### src/source/neuronPkg.sv
// neuron core shared definitions
// widths, bus and packet structs, controller state encoding

package neuronPkg;

	// data and counter widths
	localparam int DSIZE      = 16;
	localparam int NURN_ID_W  = 8;
	localparam int STEP_W     = 16;
	localparam int APB_ADDR_W = 12;

	// host driven side of the APB port
	typedef struct packed {
		logic                  psel;
		logic                  penable;
		logic                  pwrite;
		logic [APB_ADDR_W-1:0] paddr;
		logic [31:0]           pwdata;
	} apbReq_t;

	// slave driven side of the APB port
	typedef struct packed {
		logic [31:0] prdata;
		logic        pready;
		logic        pslverr;
	} apbRsp_t;

	typedef struct packed {
		logic [STEP_W-1:0]    step;
		logic [NURN_ID_W-1:0] nurnId;
	} spikePkt_t;

	typedef struct packed {
		logic signed [DSIZE-1:0] thresh;
		logic signed [DSIZE-1:0] rstPot;
	} nurnCfg_t;

	typedef enum logic [1:0] {IDLE, ACCUM, FIRE, STALL} ctrlState_t;

endpackage

### src/source/nurnConfigApb.sv
// neuron configuration storage
// APB slave for weights, thresholds and reset potentials, with read ports to the core

`timescale 1ns/10ps

module nurnConfigApb #(
	parameter int NUM_NURNS = 4,
	parameter int NUM_AXONS = 8,
	localparam int NURN_AW = (NUM_NURNS > 1) ? $clog2(NUM_NURNS) : 1,
	localparam int AXON_AW = (NUM_AXONS > 1) ? $clog2(NUM_AXONS) : 1
) (
	input  logic                          clk_i,
	input  logic                          rstN_i,
	input  neuronPkg::apbReq_t            apbReq_i,
	output neuronPkg::apbRsp_t            apbRsp_o,
	input  logic                          busy_i,
	input  logic [neuronPkg::STEP_W-1:0]  stepCnt_i,
	input  logic [NURN_AW-1:0]            nurnAddr_i,
	input  logic [AXON_AW-1:0]            axonAddr_i,
	output logic signed [neuronPkg::DSIZE-1:0] weight_o,
	output neuronPkg::nurnCfg_t           nurnCfg_o
);

	localparam int NUM_W = NUM_NURNS * NUM_AXONS;
	localparam int W_AW  = (NUM_W > 1) ? $clog2(NUM_W) : 1;

	logic signed [neuronPkg::DSIZE-1:0] weights [NUM_W];
	logic signed [neuronPkg::DSIZE-1:0] thresh [NUM_NURNS];
	logic signed [neuronPkg::DSIZE-1:0] rstPot [NUM_NURNS];

	logic        access;
	logic        inRange;
	logic        err;
	logic        wrEn;
	logic [1:0]  region;
	logic [7:0]  wordIdx;
	logic [31:0] rdData;

	//----------------------------------------------------------------------------
	// address decode and read mux
	//----------------------------------------------------------------------------
	assign access  = apbReq_i.psel & apbReq_i.penable;
	assign region  = apbReq_i.paddr[11:10];
	assign wordIdx = apbReq_i.paddr[9:2];

	always_comb begin
		inRange = 1'b0;
		rdData  = '0;
		case (region)
			2'd0: begin
				inRange = int'(wordIdx) < NUM_W;
				if (inRange)
					rdData = 32'(weights[wordIdx[W_AW-1:0]]);
			end
			2'd1: begin
				inRange = int'(wordIdx) < NUM_NURNS;
				if (inRange)
					rdData = 32'(thresh[wordIdx[NURN_AW-1:0]]);
			end
			2'd2: begin
				inRange = int'(wordIdx) < NUM_NURNS;
				if (inRange)
					rdData = 32'(rstPot[wordIdx[NURN_AW-1:0]]);
			end
			default: begin
				// step count, unsigned
				inRange = 1'b1;
				rdData  = {16'b0, stepCnt_i};
			end
		endcase
	end

	assign err  = access & (~inRange | (apbReq_i.pwrite & ((region == 2'd3) | busy_i)));
	assign wrEn = access & apbReq_i.pwrite & ~err;

	// zero wait state slave
	assign apbRsp_o.pready  = 1'b1;
	assign apbRsp_o.pslverr = err;
	assign apbRsp_o.prdata  = (access & ~apbReq_i.pwrite & ~err) ? rdData : '0;

	//----------------------------------------------------------------------------
	// register arrays
	//----------------------------------------------------------------------------
	always_ff @(posedge clk_i or negedge rstN_i) begin
		if (!rstN_i) begin
			for (int i = 0; i < NUM_W; i++)
				weights[i] <= '0;
			for (int i = 0; i < NUM_NURNS; i++) begin
				thresh[i] <= '0;
				rstPot[i] <= '0;
			end
		end else if (wrEn) begin
			case (region)
				2'd0: weights[wordIdx[W_AW-1:0]] <= apbReq_i.pwdata[15:0];
				2'd1: thresh[wordIdx[NURN_AW-1:0]] <= apbReq_i.pwdata[15:0];
				2'd2: rstPot[wordIdx[NURN_AW-1:0]] <= apbReq_i.pwdata[15:0];
				default: ;
			endcase
		end
	end

	// read ports for the processing part
	assign weight_o = weights[W_AW'(int'(nurnAddr_i) * NUM_AXONS + int'(axonAddr_i))];
	assign nurnCfg_o.thresh = thresh[nurnAddr_i];
	assign nurnCfg_o.rstPot = rstPot[nurnAddr_i];

endmodule

### src/source/inSpikeBuf.sv
// input spike buffer
// holds the axon spike vector for the running time step

`timescale 1ns/10ps

module inSpikeBuf #(
	parameter int NUM_AXONS = 8,
	localparam int AXON_AW = (NUM_AXONS > 1) ? $clog2(NUM_AXONS) : 1
) (
	input  logic                 clk_i,
	input  logic                 rstN_i,
	input  logic                 start_i,
	input  logic                 busy_i,
	input  logic [NUM_AXONS-1:0] spikeIn_i,
	input  logic [AXON_AW-1:0]   axonAddr_i,
	output logic                 axonSpike_o
);

	logic [NUM_AXONS-1:0] spikeReg;

	// capture only on a start taken while idle
	always_ff @(posedge clk_i or negedge rstN_i) begin
		if (!rstN_i)
			spikeReg <= '0;
		else if (start_i && !busy_i)
			spikeReg <= spikeIn_i;
	end

	// one bit per axon, read combinationally
	assign axonSpike_o = spikeReg[axonAddr_i];

endmodule

### src/source/nurnCtrlr.sv
// neuron controller
// walks neurons and axons per time step, stalls on a full output and counts steps

`timescale 1ns/10ps

module nurnCtrlr #(
	parameter int NUM_NURNS = 4,
	parameter int NUM_AXONS = 8,
	localparam int NURN_AW = (NUM_NURNS > 1) ? $clog2(NUM_NURNS) : 1,
	localparam int AXON_AW = (NUM_AXONS > 1) ? $clog2(NUM_AXONS) : 1
) (
	input  logic                         clk_i,
	input  logic                         rstN_i,
	input  logic                         start_i,
	input  logic                         fifoFull_i,
	input  logic                         fired_i,
	output logic                         busy_o,
	output logic                         done_o,
	output logic [NURN_AW-1:0]           nurnAddr_o,
	output logic [AXON_AW-1:0]           axonAddr_o,
	output logic                         accEn_o,
	output logic                         clrAcc_o,
	output logic                         fireCmp_o,
	output logic                         pktPush_o,
	output neuronPkg::spikePkt_t         pkt_o,
	output logic [neuronPkg::STEP_W-1:0] stepCnt_o
);

	neuronPkg::ctrlState_t state;
	logic [NURN_AW-1:0] nurnCnt;
	logic [AXON_AW-1:0] axonCnt;
	logic [neuronPkg::STEP_W-1:0] stepCnt;

	always_ff @(posedge clk_i or negedge rstN_i) begin
		if (!rstN_i) begin
			state   <= neuronPkg::IDLE;
			nurnCnt <= '0;
			axonCnt <= '0;
			stepCnt <= '0;
			done_o  <= 1'b0;
		end else begin
			done_o <= 1'b0;
			case (state)
				neuronPkg::IDLE: begin
					nurnCnt <= '0;
					axonCnt <= '0;
					if (start_i)
						state <= neuronPkg::ACCUM;
				end
				neuronPkg::ACCUM: begin
					if (axonCnt == AXON_AW'(NUM_AXONS - 1)) begin
						axonCnt <= '0;
						// hold off the compare until there is room for a packet
						state   <= fifoFull_i ? neuronPkg::STALL : neuronPkg::FIRE;
					end else begin
						axonCnt <= axonCnt + 1'b1;
					end
				end
				neuronPkg::STALL: begin
					if (!fifoFull_i)
						state <= neuronPkg::FIRE;
				end
				default: begin
					if (nurnCnt == NURN_AW'(NUM_NURNS - 1)) begin
						state   <= neuronPkg::IDLE;
						done_o  <= 1'b1;
						stepCnt <= stepCnt + 1'b1;
					end else begin
						nurnCnt <= nurnCnt + 1'b1;
						state   <= neuronPkg::ACCUM;
					end
				end
			endcase
		end
	end

	assign busy_o     = (state != neuronPkg::IDLE);
	assign nurnAddr_o = nurnCnt;
	assign axonAddr_o = axonCnt;
	assign accEn_o    = (state == neuronPkg::ACCUM);
	assign fireCmp_o  = (state == neuronPkg::FIRE);
	// accumulator starts clean for every neuron
	assign clrAcc_o   = (state == neuronPkg::IDLE) | (state == neuronPkg::FIRE);

	assign pktPush_o    = fireCmp_o & fired_i;
	assign pkt_o.step   = stepCnt;
	assign pkt_o.nurnId = neuronPkg::NURN_ID_W'(nurnCnt);
	assign stepCnt_o    = stepCnt;

endmodule

### src/source/nurnDataPath.sv
// neuron datapath
// saturating accumulator, threshold compare and membrane potential storage

`timescale 1ns/10ps

module nurnDataPath #(
	parameter int NUM_NURNS = 4,
	localparam int NURN_AW = (NUM_NURNS > 1) ? $clog2(NUM_NURNS) : 1
) (
	input  logic                               clk_i,
	input  logic                               rstN_i,
	input  logic                               accEn_i,
	input  logic                               clrAcc_i,
	input  logic                               fireCmp_i,
	input  logic [NURN_AW-1:0]                 nurnAddr_i,
	input  logic                               axonSpike_i,
	input  logic signed [neuronPkg::DSIZE-1:0] weight_i,
	input  neuronPkg::nurnCfg_t                nurnCfg_i,
	output logic                               fired_o
);

	localparam int DW = neuronPkg::DSIZE;

	logic signed [DW-1:0] acc;
	logic signed [DW-1:0] membPot [NUM_NURNS];
	logic signed [DW-1:0] newPot;

	// signed add clamped to the 16 bit range
	function automatic logic signed [DW-1:0] satAdd(
		input logic signed [DW-1:0] a,
		input logic signed [DW-1:0] b
	);
		logic signed [DW:0] s;
		s = {a[DW-1], a} + {b[DW-1], b};
		if (s[DW] != s[DW-1])
			return s[DW] ? {1'b1, {(DW-1){1'b0}}} : {1'b0, {(DW-1){1'b1}}};
		return s[DW-1:0];
	endfunction

	//----------------------------------------------------------------------------
	// accumulate one axon per cycle
	//----------------------------------------------------------------------------
	always_ff @(posedge clk_i or negedge rstN_i) begin
		if (!rstN_i)
			acc <= '0;
		else if (clrAcc_i)
			acc <= '0;
		else if (accEn_i && axonSpike_i)
			acc <= satAdd(acc, weight_i);
	end

	//----------------------------------------------------------------------------
	// compare and write back in the fire cycle
	//----------------------------------------------------------------------------
	assign newPot  = satAdd(membPot[nurnAddr_i], acc);
	assign fired_o = fireCmp_i & (newPot >= nurnCfg_i.thresh);

	always_ff @(posedge clk_i or negedge rstN_i) begin
		if (!rstN_i) begin
			for (int i = 0; i < NUM_NURNS; i++)
				membPot[i] <= '0;
		end else if (fireCmp_i) begin
			membPot[nurnAddr_i] <= fired_o ? nurnCfg_i.rstPot : newPot;
		end
	end

endmodule

### src/source/spikeOut.sv
// spike output queue
// four entry packet FIFO feeding the valid/ready spike stream

`timescale 1ns/10ps

module spikeOut (
	input  logic                 clk_i,
	input  logic                 rstN_i,
	input  logic                 push_i,
	input  neuronPkg::spikePkt_t pkt_i,
	output logic                 full_o,
	output logic                 spikeValid_o,
	output neuronPkg::spikePkt_t spike_o,
	input  logic                 spikeReady_i
);

	neuronPkg::spikePkt_t mem [4];
	logic [1:0] wrPtr;
	logic [1:0] rdPtr;
	logic [2:0] count;
	logic       doPush;
	logic       doPop;

	assign doPush = push_i & ~full_o;
	assign doPop  = spikeValid_o & spikeReady_i;

	always_ff @(posedge clk_i) begin
		if (doPush)
			mem[wrPtr] <= pkt_i;
	end

	always_ff @(posedge clk_i or negedge rstN_i) begin
		if (!rstN_i) begin
			wrPtr <= '0;
			rdPtr <= '0;
			count <= '0;
		end else begin
			if (doPush)
				wrPtr <= wrPtr + 1'b1;
			if (doPop)
				rdPtr <= rdPtr + 1'b1;
			count <= count + 3'(doPush) - 3'(doPop);
		end
	end

	// head entry holds still until the sink takes it
	assign full_o       = (count == 3'd4);
	assign spikeValid_o = (count != 3'd0);
	assign spike_o      = mem[rdPtr];

endmodule

### src/source/neuron.sv
// neuron core top level
// integrate-and-fire neurons with APB configuration and a spike packet stream

`timescale 1ns/10ps

module neuron #(
	parameter int NUM_NURNS = 4,
	parameter int NUM_AXONS = 8,
	localparam int NURN_AW = (NUM_NURNS > 1) ? $clog2(NUM_NURNS) : 1,
	localparam int AXON_AW = (NUM_AXONS > 1) ? $clog2(NUM_AXONS) : 1
) (
	input  logic                 clk_i,
	input  logic                 rstN_i,
	input  neuronPkg::apbReq_t   apbReq_i,
	output neuronPkg::apbRsp_t   apbRsp_o,
	input  logic                 start_i,
	input  logic [NUM_AXONS-1:0] spikeIn_i,
	output logic                 busy_o,
	output logic                 done_o,
	output logic                 spikeValid_o,
	output neuronPkg::spikePkt_t spike_o,
	input  logic                 spikeReady_i
);

	logic [NURN_AW-1:0]                 nurnAddr;
	logic [AXON_AW-1:0]                 axonAddr;
	logic                               axonSpike;
	logic signed [neuronPkg::DSIZE-1:0] weight;
	neuronPkg::nurnCfg_t                nurnCfg;
	logic [neuronPkg::STEP_W-1:0]       stepCnt;
	logic                               accEn;
	logic                               clrAcc;
	logic                               fireCmp;
	logic                               fired;
	logic                               pktPush;
	neuronPkg::spikePkt_t               pkt;
	logic                               fifoFull;

	//----------------------------------------------------------------------------
	// input side
	//----------------------------------------------------------------------------
	nurnConfigApb #(.NUM_NURNS(NUM_NURNS), .NUM_AXONS(NUM_AXONS)) configApb (
		.clk_i      (clk_i),
		.rstN_i     (rstN_i),
		.apbReq_i   (apbReq_i),
		.apbRsp_o   (apbRsp_o),
		.busy_i     (busy_o),
		.stepCnt_i  (stepCnt),
		.nurnAddr_i (nurnAddr),
		.axonAddr_i (axonAddr),
		.weight_o   (weight),
		.nurnCfg_o  (nurnCfg)
	);

	inSpikeBuf #(.NUM_AXONS(NUM_AXONS)) spikeBuf (
		.clk_i       (clk_i),
		.rstN_i      (rstN_i),
		.start_i     (start_i),
		.busy_i      (busy_o),
		.spikeIn_i   (spikeIn_i),
		.axonAddr_i  (axonAddr),
		.axonSpike_o (axonSpike)
	);

	//----------------------------------------------------------------------------
	// processing part
	//----------------------------------------------------------------------------
	nurnCtrlr #(.NUM_NURNS(NUM_NURNS), .NUM_AXONS(NUM_AXONS)) ctrlr (
		.clk_i      (clk_i),
		.rstN_i     (rstN_i),
		.start_i    (start_i),
		.fifoFull_i (fifoFull),
		.fired_i    (fired),
		.busy_o     (busy_o),
		.done_o     (done_o),
		.nurnAddr_o (nurnAddr),
		.axonAddr_o (axonAddr),
		.accEn_o    (accEn),
		.clrAcc_o   (clrAcc),
		.fireCmp_o  (fireCmp),
		.pktPush_o  (pktPush),
		.pkt_o      (pkt),
		.stepCnt_o  (stepCnt)
	);

	nurnDataPath #(.NUM_NURNS(NUM_NURNS)) dataPath (
		.clk_i       (clk_i),
		.rstN_i      (rstN_i),
		.accEn_i     (accEn),
		.clrAcc_i    (clrAcc),
		.fireCmp_i   (fireCmp),
		.nurnAddr_i  (nurnAddr),
		.axonSpike_i (axonSpike),
		.weight_i    (weight),
		.nurnCfg_i   (nurnCfg),
		.fired_o     (fired)
	);

	// output side
	spikeOut outQueue (
		.clk_i        (clk_i),
		.rstN_i       (rstN_i),
		.push_i       (pktPush),
		.pkt_i        (pkt),
		.full_o       (fifoFull),
		.spikeValid_o (spikeValid_o),
		.spike_o      (spike_o),
		.spikeReady_i (spikeReady_i)
	);

endmodule

### config.mk
export PLATFORM = sky130hd
export DESIGN_NAME = neuron
export DESIGN_NICKNAME = d
export VERILOG_FILES = /design/src/source/neuronPkg.sv /design/src/source/nurnConfigApb.sv /design/src/source/inSpikeBuf.sv /design/src/source/nurnCtrlr.sv /design/src/source/nurnDataPath.sv /design/src/source/spikeOut.sv /design/src/source/neuron.sv
export SDC_FILE = /design/constraint.sdc
export NUM_CORES = 2
export LEC_CHECK = 0
export BUFFER_PORTS_ARGS = -buffer_cell sky130_fd_sc_hd__clkbuf_2
export CORE_UTILIZATION = 59
export CTS_BUF_LIST = sky130_fd_sc_hd__clkbuf_2 sky130_fd_sc_hd__clkbuf_4 sky130_fd_sc_hd__clkbuf_8
export CTS_CLUSTER_DIAMETER = 40
export DETAILED_ROUTE_END_ITERATION = 7
export PLACE_DENSITY = 0.79
export REMOVE_ABC_BUFFERS = 1
export SYNTH_ARGS = -nofsm -noshare
export SYNTH_HDL_FRONTEND = slang
export SYNTH_SLANG_ARGS = --single-unit
### constraint.sdc
create_clock -name clk_i -period 7.6 [get_ports clk_i]
set_clock_uncertainty 0.1 [all_clocks]
set_input_delay 1.14 -clock clk_i [delete_from_list [all_inputs] [get_ports clk_i]]
set_output_delay 1.14 -clock clk_i [all_outputs]
set_load 0.1 [all_outputs]
### Yosys cells after proc, flatten, opt, wreduce, memory -nomap -nowiden

Memories as Yosys holds them, arrays and structs flattened.
Index checks and enable logic that the tools add are counted.

* register bits after elaboration: 759
* RAM bits: 72
* output and inout port bits: 61
* word-level logic and storage cells: 202
* memories kept: 1

Memories
* outQueue.mem: depth 4, bits a word 18, rd ports 1, clocked after Yosys merged registers in 0, write ports 1, line spikeOut.sv:17 `neuronPkg::spikePkt_t mem [4];`

* $add $sub $neg: 10
* order comparisons: 11
* equal/unequal tests: 15
* multiplexer cells: 66
* bitwise gates (word level): 24
* reductions and logical operators: 21

Operators by type and width (number)
* $bwmux 512: 1
* $mux 16: 26
* $bwmux 64: 3
* $bmux 16 s2: 5
* $bmux 16 s5: 2
* $mux 32: 4
* $pmux 32 s3: 1
* $demux 16 s5: 1
* $demux 16 s2: 2
* $add 16x16->17: 2
* $add 16x1->16 const B: 1
* $ge 16x16->1: 1
* $and 1x1->1: 11
* $mux 1: 11
* $eq 2x2->1 const B: 5
* $reduce_and 2->1: 5
* $lt 8x3->1 const B: 1
* $lt 8x6->1 const B: 1
* $mux 2: 4
* $ne 2x2->1 const B: 4
* $add 2x1->2 const B: 3
* $eq 3x3->1 const B: 2
* $ge 3x3->1 const B: 2
* $ge 5x6->1 const B: 1
* other kinds (29): 48

### Longest topological paths before layout

* depth in word-level cells: 14
* depth in mapped cells: 32
* depth with buffers taken out: 28

### Cells and area by module

Synthesis repeated with hierarchy kept, for this count alone.

* cells, all modules: 3402
* area, all modules: 46270.6 µm²

By module, submodules not included
* nurnConfigApb: instances 1, cells each 2503, area an instance 34875.9 µm², sequential area each 16015.4 µm²
* nurnDataPath: instances 1, cells each 592, area an instance 5758.0 µm², sequential area each 2001.9 µm²
* spikeOut: instances 1, cells each 166, area an instance 3973.8 µm², sequential area each 3057.9 µm²
* nurnCtrlr: instances 1, cells each 120, area an instance 1297.5 µm², sequential area each 600.6 µm²
* inSpikeBuf: instances 1, cells each 21, area an instance 365.4 µm², sequential area each 200.2 µm²

### Least setup slack after synthesis

No wires, ideal clock.

* path kind: flip-flop to flip-flop
* start point: register ctrlr.nurnCnt[0] (netlist: ctrlr.nurnAddr_o[0])
* end point: register outQueue.count[2]
* arrival: 7.818 ns
* setup slack: -0.441 ns
* cell stages (with the launch flop): 32
* path buffers: 4
* clock period less this slack: 8.041 ns
* cell sequence: dfrtp_1 -> buf_2 -> buf_1 -> buf_1 -> mux4_2 -> ha_1 -> or2_2 -> a31oi_1 -> a211oi_1 -> o41a_1 -> o31a_1 -> o21ai_0 -> nand2b_1 -> xor2_1 -> ha_1 -> clkbuf_1 -> nor3b_1 -> mux2i_1 -> o311ai_0 -> ha_1 -> nand4_1 -> or4_1 -> a21oi_1 -> a2111oi_1 -> mux2i_2 -> nand2b_2 -> nor2_2 -> ha_1 -> inv_1 -> fa_1 -> xnor2_1 -> xnor2_1

* longest elaborated chain between the ends: 14
* elaborated cells between the ends (all ways): 19

Ends and longest elaborated chain
* from (decl): line nurnCtrlr.sv:30 `logic [NURN_AW-1:0] nurnCnt;`
* from (signal assigned): line nurnCtrlr.sv:69 `nurnCnt <= nurnCnt + 1'b1;`
* $not 2->3 (not written as such) *: line nurnConfigApb.sv:104, nurnDataPath.sv:55
* $bmux 16 s2: line nurnDataPath.sv:55 `assign newPot = satAdd(membPot[nurnAddr_i], acc);`
* $mux 16 (not written as such) (2 in series): line nurnDataPath.sv:55
* $add 16x16->17: line nurnDataPath.sv:34 `s = {a[DW-1], a} + {b[DW-1], b};`
* $mux 16 / $ne 1x1->1 (equally long branches): line nurnDataPath.sv:36, nurnDataPath.sv:35
* $mux 16 / $mux 1 (equally long branches): line nurnDataPath.sv:35 `if (s[DW] != s[DW-1])`
* $mux 16: line nurnDataPath.sv:37 `return s[DW-1:0];`
* $ge 16x16->1 *: line nurnDataPath.sv:56 `assign fired_o = fireCmp_i & (newPot >= nurnCfg_i.thresh);`
* $and 1x1->1 *: line nurnDataPath.sv:56
* $and 1x1->1 *: line nurnCtrlr.sv:85 `assign pktPush_o = fireCmp_o & fired_i;`
* $and 1x1->1 *: line spikeOut.sv:24 `assign doPush = push_i & ~full_o;`
* via outQueue.doPush: line spikeOut.sv:21 `logic doPush;`
* $add 3x1->3 *: line spikeOut.sv:42 `count <= count + 3'(doPush) - 3'(doPop);`
* $sub 3x1->3 *: line spikeOut.sv:42
* to (signal assigned): line spikeOut.sv:42
* to (decl): line spikeOut.sv:20 `logic [2:0] count;`

Mark *: on every way through the listed nets, which the timed path passes. The rest lies on a longest branch. The select of a mux whose other input is x is not followed.
A chain may end at the register's enable or synchronous reset.

### Worst setup path in the final report

Same ends and word-level chain as after synthesis.

==> metrics.md <==
| Metric | Value |
|---|---|
| # setup viols final | `0` |
| Sequential cell area | `0.0212 mm²` |
| Critical Path Stages | `29` |
| Post-synth EDFFs | `~70` |
| Status | `finished clean` |
| VDD IR max | `317 µV` |
| Post-synth cell types | `75` |
| TritonCTS clock tree | `yes` |
| Arrival @ worst endpoint | `8.01 ns` |
| Drt first pass iters | `5` |
| Worst setup EP type | `flop` |
| F_max | `0.135 GHz` |
| Flop pwr share | `0.373` |
| Post-Synthesis Cells | `around 3.0k` |
| Routed wire length | `around 120000 µm` |
| R2R Setup Slk | `0.22 ns` |
| Final ANT Viol Nets | `0` |
| Layout cells sized above 1 | `0.477` |
| Io pins | `120` |
| Vias | `28.4k` |
| Worst setup startpoint | `ctrlr.nurnAddr_o[0]` |
| Tmin final | `around 7.4 ns` |
| Synth Area in XOR/XNOR | `0.00835` |
| Synth Area in Compound Gates | `0.0453` |
| Comb power frac | `0.294` |
| Vias in the first global route | `30.1k` |
| Largest family of logic cells by synthesized area | `multiplexers` |
| First-pass GRT wire length | `186000 µm` |
| Synthesized area | `0.0441 mm²` |
| Max Root-Sink Buffers | `3` |
| Cts bufs inserted | `approximately 140` |
| Int Pwr | `8.68 mW` |
| Sw power | `4.71 mW` |
| CTS sink cnt | `831` |
| Reg2Reg Depth | `29` |
| Switching part of the total | `0.352` |
| Actual slew at the worst max-slew pin | `roughly 1.3 ns` |
| Power share of the clock group | `0.332` |
| H-Tree Depth | `4` |
| DR iter-0 viols | `2859` |
| Clock root cell | `clkbuf_8` |
| Wirelength per Cell | `between 20 and 30 µm` |
| Relative slew slack | `0.114` |
| CP Capture Point | `outQueue.count[2]` |
| Startpoint Class | `flop` |
| Slowest-stage cell, CP | `or4_1` |
| Drt drc | `0` |
| Finished Cell Area | `0.0486 mm²` |
| Final HPWL DP | `around 80000 µm` |
| Initial antenna violation count | `5` |
| Multi-input logic area | `0.0216 mm²` |
| Cell Rows | `99` |
| Commonest cells after routing, fill and taps aside | `dfrtp_1 (754), mux2_2 (640), mux4_2 (388), clkbuf_8 (177), nand2_1 (173)` |
| Critical path required time | `about 8 ns` |
| Simple-Gate Fraction of Synth Area | `0.0426` |
| GR Util All Layers | `0.333` |
| Total negative setup slack | `0 ns` |
| Placer Congestion | `0.910` |
| Worst r2r src | `ctrlr.nurnAddr_o[0]` |
| Max_cap viols | `0` |
| Via/cell ratio | `6.84` |
| Ys async rst share | `0.913` |
| Worst Path Max Fanout | `15` |
| Filler cells | `approximately 5.0k` |
| Most common cell after layout, fill and taps aside | `dfrtp_1` |
| Worst hold path class | `input pin to asynchronous set/reset pin` |
| Core ar. | `0.0735 mm²` |
| Mux cell area share after synthesis | `0.370` |
| Total gr overflow | `0` |
| P per Cell Area | `between 200 and 300 mW/mm²` |
| Synthesis-to-layout area growth | `10.3%` |
| Nets | `3204` |
| Initial Util | `0.600` |
| Seq cells post-synth | `about 830` |
| Ys Warns | `0` |
| Slowest stage delay, CP | `0.57 ns` |
| R2r endpoint | `outQueue.count[2]` |
| Die H | `275 µm` |
| Skew-Pair Late Insertion Delay | `just over 0.8 ns` |
| Synth Flop Type | `dfrtp_1` |
| Most used cell, CP | `ha_1` |
| Hold Fails Final Rpt | `0` |
| Final critical-path share of the clock period | `0.971` |
| WS Path Type | `flop to flop` |
| Bufs and invs on worst path | `3` |
| Delay-heaviest family, CP | `compound AO/OA/AOI/OAI gates` |
| Register area share after synthesis | `0.480` |
| Final slew viol count | `0` |
| Synth Area in Adders | `0.0215` |
| Leakage power | `between 20 and 25 nW` |
| Synthesized area per cell | `14.6 µm²` |
| Die area | `about 0.076 mm²` |
| Die width | `about 280 µm` |
| Largest net degree at the start of global routing | `175` |
| Placed cell area | `0.0453 mm²` |
| Clk slew on worst S/H paths | `0.06 ns` |
| Port bufs | `94` |
==> through the flow <==
step / setup WS [ns] / hold WS [ns] / std cells / util / total power, mW
global route: -0.119 / 0.362 / 4152 / 0.662 / 14.0
CTS: 0.0527 / 0.295 / 4144 / 0.660 / 13.4
finish: 0.219 / 0.299 / 4152 / 0.662 / 13.4
global placement: 0.236 / 0.356 / 3882 / 0.616 / 8.82
floorplan: -27.95 / 0.345 / 2746 / - / 7.78
detailed placement: 0.0683 / 0.366 / 3882 / 0.616 / 8.94
==> flip-flops by register name, summed over array words and instances, names as in the netlist <==
name	count
configApb.rstPot	64
configApb.thresh	64
configApb.weights	512
ctrlr.axonAddr_o	3
ctrlr.done_o	1
ctrlr.nurnAddr_o	2
ctrlr.state	2
ctrlr.stepCnt_o	16
dataPath.acc	16
dataPath.membPot	64
outQueue.count	3
outQueue.mem	72
outQueue.rdPtr	2
outQueue.wrPtr	2
spikeBuf.spikeReg	8
==> power groups by stage <==
stage	clock, mW	sequential [mW]	combinational [mW]
detailed placement	0	5.09	3.85
finish	4.45	5.00	3.94
floorplan	0	5.21	2.57
CTS	4.51	5.01	3.87
global route	4.70	5.03	4.24
global placement	0	5.07	3.75
==> kinds of logic (layout without fill, tap and decap cells) <==
kind of cell,after synthesis,in the layout
fa+ha+maj,75,75
simple gates,381,381
other cells,2,9
compound gates,314,314
mux,1057,1057
buf+inv,319,484
flops,831,831
xor+xnor,42,42
==> Yosys cell counts (all sizes together) (3+ instances only) <==
library cell	instances	area (µm²)
clkbuf	149	559
a31oi	4	25.0
o21a	5	37.5
ha	67	838
mux2	651	7370
nand2	173	649
mux2i	18	184
maj3	5	50.1
and3	8	50.1
nand3	20	100
nor2	78	300
fa	3	60.1
mux4	388	8740
o21bai	4	30.0
edfxtp	72	2160
nand2b	6	40.0
a311oi	9	85.1
inv	37	139
xor2	15	131
buf	131	702
a21o	15	113
a211oi	7	52.6
nor2b	12	75.1
nand3b	4	30.0
nand4	27	184
or2	4	25.0
nor4b	6	97.6
a21oi	73	365
a22oi	80	601
dfrtp	759	19000
nor3	11	86.3
o211ai	5	37.5
and2	14	87.6
nor3b	10	75.1
o21ai	91	455
xnor2	27	236
==> area by class of cell <==
| class | count | area share |
|---|---|---|
| tap | 959 | 0.0247 |
| multi-input combinational | 1876 | 0.444 |
| antenna | 2 | 0.000103 |
| clock inverter | 38 | 0.00899 |
| clock buffer | 224 | 0.0574 |
| inverter | 39 | 0.00301 |
| timing repair buffer | 183 | 0.0259 |
| sequential | 831 | 0.436 |
==> routing by layer <==
| metal | GRT usage | part of all wire |
|---|---|---|
| met2 | 0.528 | 0.49 |
| met3 | 0.0767 | 0.085 |
| met1 | 0.430 | 0.37 |
| met5 | 0 | 0.00020 |
| met4 | 0.180 | 0.052 |
==> worst min path at each step <==
stage	from	to
after floorplan	dataPath.membPot[16]	dataPath.membPot[16]
after global placement	dataPath.membPot[10]	dataPath.membPot[10]
after detailed placement	dataPath.membPot[15]	dataPath.membPot[15]
after CTS	rstN_i	spikeBuf.spikeReg[5]
after global routing	rstN_i	spikeBuf.spikeReg[6]
final	rstN_i	spikeBuf.spikeReg[6]
==> timing repair <==
item                       in CTS  in global routing
hold buffers                    0                  0
buffers inserted                0                  6
setup endpoints to repair       0                101
resized for setup               0                  8
Power figures use the tool's default switching activity.
